**config.mk**
```make
export PLATFORM = sky130hd
export DESIGN_NAME = uart_calc
export DESIGN_NICKNAME = d
export VERILOG_FILES = /design/src/rtl/calc_pkg.sv /design/src/rtl/uart_pkg.sv /design/src/rtl/alu.sv /design/src/rtl/command_buffer.sv /design/src/rtl/result_tx.sv /design/src/rtl/uart_calc.sv /design/src/rtl/uart_rx.sv /design/src/rtl/uart_tx.sv /design/src/rtl/word_rx.sv
export SDC_FILE = /design/constraint.sdc
export NUM_CORES = 2
export LEC_CHECK = 0
export BUFFER_PORTS_ARGS = -buffer_cell sky130_fd_sc_hd__buf_2
export CORE_UTILIZATION = 60
export DETAILED_ROUTE_END_ITERATION = 6
export PLACE_DENSITY = 0.76
export REMOVE_ABC_BUFFERS = 1
export SLEW_MARGIN = 15
export SYNTH_ARGS = -nofsm -noshare
export SYNTH_HDL_FRONTEND = slang
export SYNTH_SLANG_ARGS = --single-unit
```
**constraint.sdc**
```tcl
create_clock -name clock -period 11.5 [get_ports clock]
set_input_delay 2.3 -clock clock [delete_from_list [all_inputs] [get_ports clock]]
set_output_delay 2.3 -clock clock [all_outputs]
set_load 0.005 [all_outputs]
```
**src/rtl/calc_pkg.sv**
```systemverilog
package calc_pkg;

    // Operand, or one half of a result
    typedef logic [31:0] calc_word_t;

    // Full ALU result
    typedef logic [63:0] calc_wide_t;

    // Words received so far in the current command
    typedef logic [1:0] word_count_t;

    typedef enum logic [3:0] {
        op_add = 4'd0,
        op_sub = 4'd1,
        op_mul = 4'd2,
        op_and = 4'd3,
        op_or  = 4'd4,
        op_xor = 4'd5,
        op_shl = 4'd6,
        op_shr = 4'd7
    } calc_op_t;

    typedef struct packed {
        calc_word_t a;
        calc_word_t b;
        calc_op_t   op;
    } calc_cmd_t;

endpackage

```
**src/rtl/uart_pkg.sv**
```systemverilog
package uart_pkg;

    // One data byte on the serial line
    typedef logic [7:0] uart_byte_t;

    // Default bit period in clock cycles
    localparam int cycles_per_bit = 104;

    // Idle bit periods before a partial command is dropped
    localparam int idle_bits = 32;

    // Data bits in an 8N1 frame
    localparam int data_bits = 8;

endpackage

```
**src/rtl/alu.sv**
```systemverilog
`timescale 1ns/10ps

module alu (
    input  calc_pkg::calc_cmd_t cmd,
    output calc_pkg::calc_wide_t result
);

    calc_pkg::calc_word_t lo;

    // Everything but mul fits in the low word
    always_comb begin
        lo = '0;
        case (cmd.op)
            calc_pkg::op_add: lo = cmd.a + cmd.b;
            calc_pkg::op_sub: lo = cmd.a - cmd.b;
            calc_pkg::op_and: lo = cmd.a & cmd.b;
            calc_pkg::op_or:  lo = cmd.a | cmd.b;
            calc_pkg::op_xor: lo = cmd.a ^ cmd.b;
            calc_pkg::op_shl: lo = cmd.a << cmd.b[4:0];
            calc_pkg::op_shr: lo = cmd.a >> cmd.b[4:0];
            default:          lo = '0;
        endcase
    end

    always_comb begin
        if (cmd.op == calc_pkg::op_mul) begin
            result = {32'd0, cmd.a} * {32'd0, cmd.b};
        end else begin
            result = {32'd0, lo};
        end
    end

endmodule

```
**src/rtl/command_buffer.sv**
```systemverilog
`timescale 1ns/10ps

module command_buffer (
    input  logic                  clock,
    input  logic                  rst,
    input  calc_pkg::calc_word_t  word,
    input  logic                  word_done,
    input  logic                  line_idle,
    output calc_pkg::calc_cmd_t   cmd,
    output logic                  cmd_done,
    output calc_pkg::word_count_t word_count
);

    calc_pkg::calc_word_t a_q;
    calc_pkg::calc_word_t b_q;

    always_ff @(posedge clock) begin
        if (rst) begin
            word_count <= '0;
            cmd_done <= 1'b0;
        end else begin
            cmd_done <= 1'b0;
            if (line_idle) begin
                // Held command stays for the ALU
                word_count <= '0;
            end else if (word_done) begin
                case (word_count)
                    2'd0: begin
                        a_q <= word;
                        word_count <= 2'd1;
                    end
                    2'd1: begin
                        b_q <= word;
                        word_count <= 2'd2;
                    end
                    default: begin
                        cmd.a <= a_q;
                        cmd.b <= b_q;
                        cmd.op <= calc_pkg::calc_op_t'(word[3:0]);
                        cmd_done <= 1'b1;
                        word_count <= '0;
                    end
                endcase
            end
        end
    end

endmodule

```
**src/rtl/result_tx.sv**
```systemverilog
`timescale 1ns/10ps

module result_tx (
    input  logic                 clock,
    input  logic                 rst,
    input  calc_pkg::calc_wide_t result,
    input  logic                 cmd_done,
    input  logic                 tx_done,
    output uart_pkg::uart_byte_t tx_byte,
    output logic                 tx_send
);

    calc_pkg::calc_wide_t data;
    logic [2:0] idx;
    logic active;

    // Latched result goes out low byte first
    assign tx_byte = data[idx*8 +: 8];

    always_ff @(posedge clock) begin
        if (rst) begin
            idx <= '0;
            active <= 1'b0;
            tx_send <= 1'b0;
        end else begin
            tx_send <= 1'b0;
            if (cmd_done) begin
                data <= result;
                idx <= '0;
                active <= 1'b1;
                tx_send <= 1'b1;
            end else if (active && tx_done) begin
                if (idx == 3'd7) begin
                    active <= 1'b0;
                end else begin
                    idx <= idx + 1'b1;
                    tx_send <= 1'b1;
                end
            end
        end
    end

endmodule

```
**src/rtl/uart_calc.sv**
```systemverilog
`timescale 1ns/10ps

module uart_calc #(
    parameter int cycles_per_bit = uart_pkg::cycles_per_bit
) (
    input  logic                  clock,
    input  logic                  rst,
    input  logic                  uart_in,
    output logic                  uart_out,
    output calc_pkg::word_count_t word_count
);

    uart_pkg::uart_byte_t rx_byte;
    logic rx_done;
    logic line_idle;
    calc_pkg::calc_word_t word;
    logic word_done;
    calc_pkg::calc_cmd_t cmd;
    logic cmd_done;
    calc_pkg::calc_wide_t result;
    uart_pkg::uart_byte_t tx_byte;
    logic tx_send;
    logic tx_done;

    // Producer
    uart_rx #(.cycles_per_bit(cycles_per_bit)) u_uart_rx (
        .clock(clock),
        .rst(rst),
        .rx(uart_in),
        .rx_byte(rx_byte),
        .rx_done(rx_done),
        .line_idle(line_idle)
    );

    word_rx u_word_rx (
        .clock(clock),
        .rst(rst),
        .rx_byte(rx_byte),
        .rx_done(rx_done),
        .line_idle(line_idle),
        .word(word),
        .word_done(word_done)
    );

    command_buffer u_command_buffer (
        .clock(clock),
        .rst(rst),
        .word(word),
        .word_done(word_done),
        .line_idle(line_idle),
        .cmd(cmd),
        .cmd_done(cmd_done),
        .word_count(word_count)
    );

    // Consumer
    alu u_alu (
        .cmd(cmd),
        .result(result)
    );

    result_tx u_result_tx (
        .clock(clock),
        .rst(rst),
        .result(result),
        .cmd_done(cmd_done),
        .tx_done(tx_done),
        .tx_byte(tx_byte),
        .tx_send(tx_send)
    );

    uart_tx #(.cycles_per_bit(cycles_per_bit)) u_uart_tx (
        .clock(clock),
        .rst(rst),
        .tx_byte(tx_byte),
        .tx_send(tx_send),
        .tx(uart_out),
        .tx_done(tx_done)
    );

endmodule

```
**src/rtl/uart_rx.sv**
```systemverilog
`timescale 1ns/10ps

module uart_rx #(
    parameter int cycles_per_bit = uart_pkg::cycles_per_bit
) (
    input  logic                 clock,
    input  logic                 rst,
    input  logic                 rx,
    output uart_pkg::uart_byte_t rx_byte,
    output logic                 rx_done,
    output logic                 line_idle
);

    localparam int cnt_w = $clog2(cycles_per_bit);
    localparam int idle_w = $clog2(uart_pkg::idle_bits);
    localparam logic [cnt_w-1:0] bit_last = cnt_w'(cycles_per_bit - 1);
    localparam logic [cnt_w-1:0] half_last = cnt_w'(cycles_per_bit / 2 - 1);
    localparam logic [idle_w-1:0] idle_last = idle_w'(uart_pkg::idle_bits - 1);
    localparam logic [2:0] bit_idx_last = 3'(uart_pkg::data_bits - 1);

    typedef enum logic [1:0] {
        st_idle,
        st_start,
        st_data,
        st_stop
    } state_t;

    state_t state;
    logic [2:0] rx_sync;
    logic [cnt_w-1:0] cnt;
    logic [2:0] bit_idx;
    logic [idle_w-1:0] idle_cnt;
    logic armed;
    logic rx_s;
    logic start_edge;

    // Two flops for the async line, a third for edge detection
    assign rx_s = rx_sync[1];
    assign start_edge = rx_sync[2] & ~rx_sync[1];

    always_ff @(posedge clock) begin
        if (rst) begin
            rx_sync <= '1;
            state <= st_idle;
            cnt <= '0;
            bit_idx <= '0;
            idle_cnt <= '0;
            armed <= 1'b0;
            rx_done <= 1'b0;
            line_idle <= 1'b0;
        end else begin
            rx_sync <= {rx_sync[1:0], rx};
            rx_done <= 1'b0;
            line_idle <= 1'b0;
            case (state)
                st_idle: begin
                    if (start_edge) begin
                        state <= st_start;
                        cnt <= '0;
                        idle_cnt <= '0;
                        armed <= 1'b1;
                    end else if (!rx_s || !armed) begin
                        cnt <= '0;
                        idle_cnt <= '0;
                    end else if (cnt == bit_last) begin
                        // One more bit period of high line
                        cnt <= '0;
                        if (idle_cnt == idle_last) begin
                            idle_cnt <= '0;
                            armed <= 1'b0;
                            line_idle <= 1'b1;
                        end else begin
                            idle_cnt <= idle_cnt + 1'b1;
                        end
                    end else begin
                        cnt <= cnt + 1'b1;
                    end
                end
                st_start: begin
                    // Start bit must still be low at mid-bit
                    if (cnt == half_last) begin
                        cnt <= '0;
                        bit_idx <= '0;
                        state <= rx_s ? st_idle : st_data;
                    end else begin
                        cnt <= cnt + 1'b1;
                    end
                end
                st_data: begin
                    if (cnt == bit_last) begin
                        cnt <= '0;
                        rx_byte <= {rx_s, rx_byte[7:1]};
                        bit_idx <= bit_idx + 1'b1;
                        if (bit_idx == bit_idx_last) begin
                            state <= st_stop;
                        end
                    end else begin
                        cnt <= cnt + 1'b1;
                    end
                end
                st_stop: begin
                    if (cnt == bit_last) begin
                        cnt <= '0;
                        rx_done <= rx_s;    // bad stop bit drops the byte
                        state <= st_idle;
                    end else begin
                        cnt <= cnt + 1'b1;
                    end
                end
                default: state <= st_idle;
            endcase
        end
    end

endmodule

```
**src/rtl/uart_tx.sv**
```systemverilog
`timescale 1ns/10ps

module uart_tx #(
    parameter int cycles_per_bit = uart_pkg::cycles_per_bit
) (
    input  logic                 clock,
    input  logic                 rst,
    input  uart_pkg::uart_byte_t tx_byte,
    input  logic                 tx_send,
    output logic                 tx,
    output logic                 tx_done
);

    localparam int cnt_w = $clog2(cycles_per_bit);
    localparam logic [cnt_w-1:0] bit_last = cnt_w'(cycles_per_bit - 1);
    localparam logic [2:0] bit_idx_last = 3'(uart_pkg::data_bits - 1);

    typedef enum logic [1:0] {
        st_idle,
        st_start,
        st_data,
        st_stop
    } state_t;

    state_t state;
    logic [cnt_w-1:0] cnt;
    logic [2:0] bit_idx;
    uart_pkg::uart_byte_t shift;

    always_ff @(posedge clock) begin
        if (rst) begin
            state <= st_idle;
            cnt <= '0;
            bit_idx <= '0;
            tx <= 1'b1;
            tx_done <= 1'b0;
        end else begin
            tx_done <= 1'b0;
            case (state)
                st_idle: begin
                    if (tx_send) begin
                        shift <= tx_byte;
                        tx <= 1'b0;
                        cnt <= '0;
                        state <= st_start;
                    end
                end
                st_start: begin
                    if (cnt == bit_last) begin
                        cnt <= '0;
                        bit_idx <= '0;
                        tx <= shift[0];
                        shift <= shift >> 1;
                        state <= st_data;
                    end else begin
                        cnt <= cnt + 1'b1;
                    end
                end
                st_data: begin
                    if (cnt == bit_last) begin
                        cnt <= '0;
                        bit_idx <= bit_idx + 1'b1;
                        if (bit_idx == bit_idx_last) begin
                            tx <= 1'b1;
                            state <= st_stop;
                        end else begin
                            tx <= shift[0];
                            shift <= shift >> 1;
                        end
                    end else begin
                        cnt <= cnt + 1'b1;
                    end
                end
                st_stop: begin
                    if (cnt == bit_last) begin
                        cnt <= '0;
                        tx_done <= 1'b1;
                        state <= st_idle;
                    end else begin
                        cnt <= cnt + 1'b1;
                    end
                end
                default: state <= st_idle;
            endcase
        end
    end

endmodule

```
**src/rtl/word_rx.sv**
```systemverilog
`timescale 1ns/10ps

module word_rx (
    input  logic                 clock,
    input  logic                 rst,
    input  uart_pkg::uart_byte_t rx_byte,
    input  logic                 rx_done,
    input  logic                 line_idle,
    output calc_pkg::calc_word_t word,
    output logic                 word_done
);

    logic [1:0] byte_cnt;

    always_ff @(posedge clock) begin
        if (rst) begin
            byte_cnt <= '0;
            word_done <= 1'b0;
        end else begin
            word_done <= 1'b0;
            if (line_idle) begin
                byte_cnt <= '0;
            end else if (rx_done) begin
                // First byte ends up in the low eight bits
                word <= {rx_byte, word[31:8]};
                byte_cnt <= byte_cnt + 1'b1;
                word_done <= (byte_cnt == 2'd3);
            end
        end
    end

endmodule

```
==> results by group <==
Synthesis
  • Syn_area_per_cell: 9.33 µm²
  • Top cells by area, synth: fa_1, edfxtp_1, ha_1
  • Yosys warning count: 0
  • Post-Syn Area: 49,400 µm²
  • Most frequent cell after synthesis: inv_1
  • Post-synth ARST share: 0%
  • Post-synth EDFFs: 244
  • Top-area cell type share of the netlist area: 36.3%
  • Post-synthesis sequential area ratio: 16.8%
  • Top cells by count, synth: inv_1, fa_1, nor2_1, nand2_1, ha_1
  • Unique masters post-synth: 92
  • Yosys top cell by area: fa_1
  • Post-synth top flop: edfxtp_1
  • Cells after Synth: 5,302
  • Post-synthesis register bit count: 292

Drt
  • Routed WL: 178 mm
  • DR vias/cell: 6.40
  • Drt initial violations: 4,718
  • First-pass detailed-route iteration total: 6
  • Routed len/inst: 28.5 µm
  • DR DRC count: 0
  • Final antenna-violating net count: 0
  • DR vias: 39,900

Run
  • MaxCap Viol Count: 0

Layout
  • Area of the multi-input gates: 36,400 µm²
  • Fillers: 6,677
  • Synthesis-to-finish area growth: 4.39%
  • Register area: 8290 µm²
  • Fraction of layout cells with a size suffix above 1: 5.59%
  • Layout Nets: 6,432
  • Final Core Density: 63.7%

Die
  • DIE AREA: 83,600 µm²
  • Chip height: 289 µm
  • Core Rows: 104
  • Core area: 81,100 µm²
  • Top Ports: 6
  • Initial Util: 61.0%
  • Die X: 289 µm

Timing
  • Actual slew at the worst max-slew pin: 1.29 ns
  • Setup_tns: 0 ns
  • Fin crit period: 9.98 ns
  • Period utilization: 86.8%
  • Final hold viol count: 0
  • RSZ-0062 raised after global routing: false
  • Peak Freq: 100 MHz
  • Fin. max-slew vios: 0
  • Rel. slew slack: 13.7%
  • # setup viols final: 0
  • Clock Skews: 0.0319 ns

Global route
  • Largest net degree at the start of global routing: 104
  • Initial antenna violation count: 7
  • First-pass GRT wire length: 263 mm
  • Remaining Overflow, GRT: 0
  • Total GRT Usage: 43.8%
  • Vias in the first global route: 41,100

Clock tree
  • Worst-Skew Late Latency: 0.58 ns
  • Clock-pin slew on the worst setup and hold paths: 0.07 ns
  • Root Buffer: clkbuf_16
  • CTS Hold Bufs: 0
  • Post_cts resized: 0
  • # clock sinks: 292
  • CTS Buffer Depth: 3
  • Setup bufs post-CTS: 0
  • Total CTS buffers: 29
  • H-tree levels: 1
  • CTS tree: done

Power
  • VDD IR max: 0.000134 V
  • Power per cell area: 43.1 nW/µm²
  • Leak: 24.2 nW

Setup path
  • Data required, critical path: 11.81 ns
  • Worst Path Class, Setup: flip-flop to flip-flop
  • CP startpoint kind: flip-flop
  • Crit path capture type: flip-flop
  • Critical Path AT: 10.29 ns
  • Reg2Reg Depth: 23
  • Reg-to-Reg Start: u_command_buffer.cmd[14]
  • Crit path max fanout: 21
  • Critical path origin: u_command_buffer.cmd[14]

Place
  • IO buf count: 5
  • Hpwl dp: 132 mm
  • Placer Congestion: 1.06

Run status
  • Status: completed

Worst hold path
  • Hold path start: u_command_buffer.a_q[12]
  • Hold depth: 0
  • Hold crit path type: flip-flop to flip-flop
==> metal layers <==
| metal | GRT usage (%) | vias up | share of wire, % |
|---|---|---|---|
| li1 | - | 16400 | - |
| met1 | 54.1 | 20000 | 35 |
| met2 | 66.3 | 2718 | 44 |
| met3 | 12.2 | 778 | 13 |
| met4 | 31.7 | 6 | 9.2 |
| met5 | 0 | - | 0.026 |
==> cell usage in the layout (no fill, tap or decap), types with 68 or more instances in the layout <==
cell,synthesis,layout
a21oi_1,149,149
buf_4,2,130
edfxtp_1,244,244
fa_1,897,897
ha_1,381,381
inv_1,936,931
mux2i_1,68,68
nand2_1,576,576
nor2_1,787,784
o21ai_0,155,155
xnor2_1,83,83
==> cells by family after synthesis <==
logic type      after synthesis  synth area share, %
buf+inv                    1274                 9.78
xor+xnor                    121                 2.14
mux                         131                 4.02
simple gates               1582                 13.1
fa+ha+maj                  1278                 46.0
flops                       292                 16.8
compound gates              624                 8.20
==> per-stage QoR <==
step	total power, mW	setup slack, ns	instances	hold WS, ns	instance area (µm²)
6_report	2.22	1.52	6240	0.406	51600
5_1_grt	2.28	1.30	6234	0.417	51600
4_1_cts	2.23	1.81	6234	0.412	51600
3_5_place_dp	1.24	1.83	6180	0.405	50600
3_3_place_gp	1.24	1.93	6180	0.393	50600
2_1_floorplan	1.22	2.38	4983	0.389	48200
==> flip-flops by register name, summed over array words and instances (netlist names), 3 cells and up, named ones only <==
signal                count
u_uart_tx.shift           8
u_command_buffer.a_q     32
u_uart_rx.idle_cnt        5
u_command_buffer.b_q     32
u_uart_rx.bit_idx         3
u_result_tx.idx           3
u_uart_rx.rx_sync         3
u_command_buffer.cmd     68
u_uart_rx.rx_byte         8
u_uart_tx.cnt             7
u_uart_tx.bit_idx         3
u_word_rx.word           32
u_result_tx.data         64
u_uart_rx.cnt             7
==> where the power goes <==
| group | switching [mW] | leakage, nW | internal, mW | total, mW |
|---|---|---|---|---|
| Combinational | 0.0474 | 21.1 | 0.0246 | 0.0720 |
| Clock | 0.428 | 0.489 | 0.572 | 1.00 |
| Sequential | 0.00828 | 2.59 | 1.14 | 1.15 |
==> layout make-up <==
cell class                      count  area share, %
Timing Repair Buffer              137           2.02
Multi-Input combinational cell   3736           70.4
Inverter                          955           6.95
Sequential cell                   292           16.1
Antenna cell                        6         0.0291
Tap cell                         1060           2.57
Clock inverter                     14          0.349
Clock buffer                       40           1.59
==> worst max-delay path: stages, from the launching register on <==
cell	delay, ns
edfxtp_1	1.19
clkinv_1	0.86
buf_4	0.46
nor2_1	0.14
fa_1	0.46
fa_1	0.54
inv_1	0.06
fa_1	0.56
fa_1	0.47
fa_1	0.55
inv_1	0.05
fa_1	0.46
fa_1	0.53
fa_1	0.46
ha_1	0.40
a21oi_1	0.31
o211ai_1	0.14
a21boi_0	0.46
o22ai_1	0.19
a311oi_1	0.47
o21ai_0	0.35
a21boi_0	0.33
xor2_1	0.17
nor2_1	0.05
==> worst paths after layout <==
path	endpoint	slack [ns]
worst max register to register	u_result_tx.data[51]	1.52
worst min-delay path	u_command_buffer.cmd[48]	0.41
worst max-delay path	u_result_tx.data[51]	1.52
worst min register to register	u_command_buffer.cmd[48]	0.41
(Power assumes the default switching activity.)
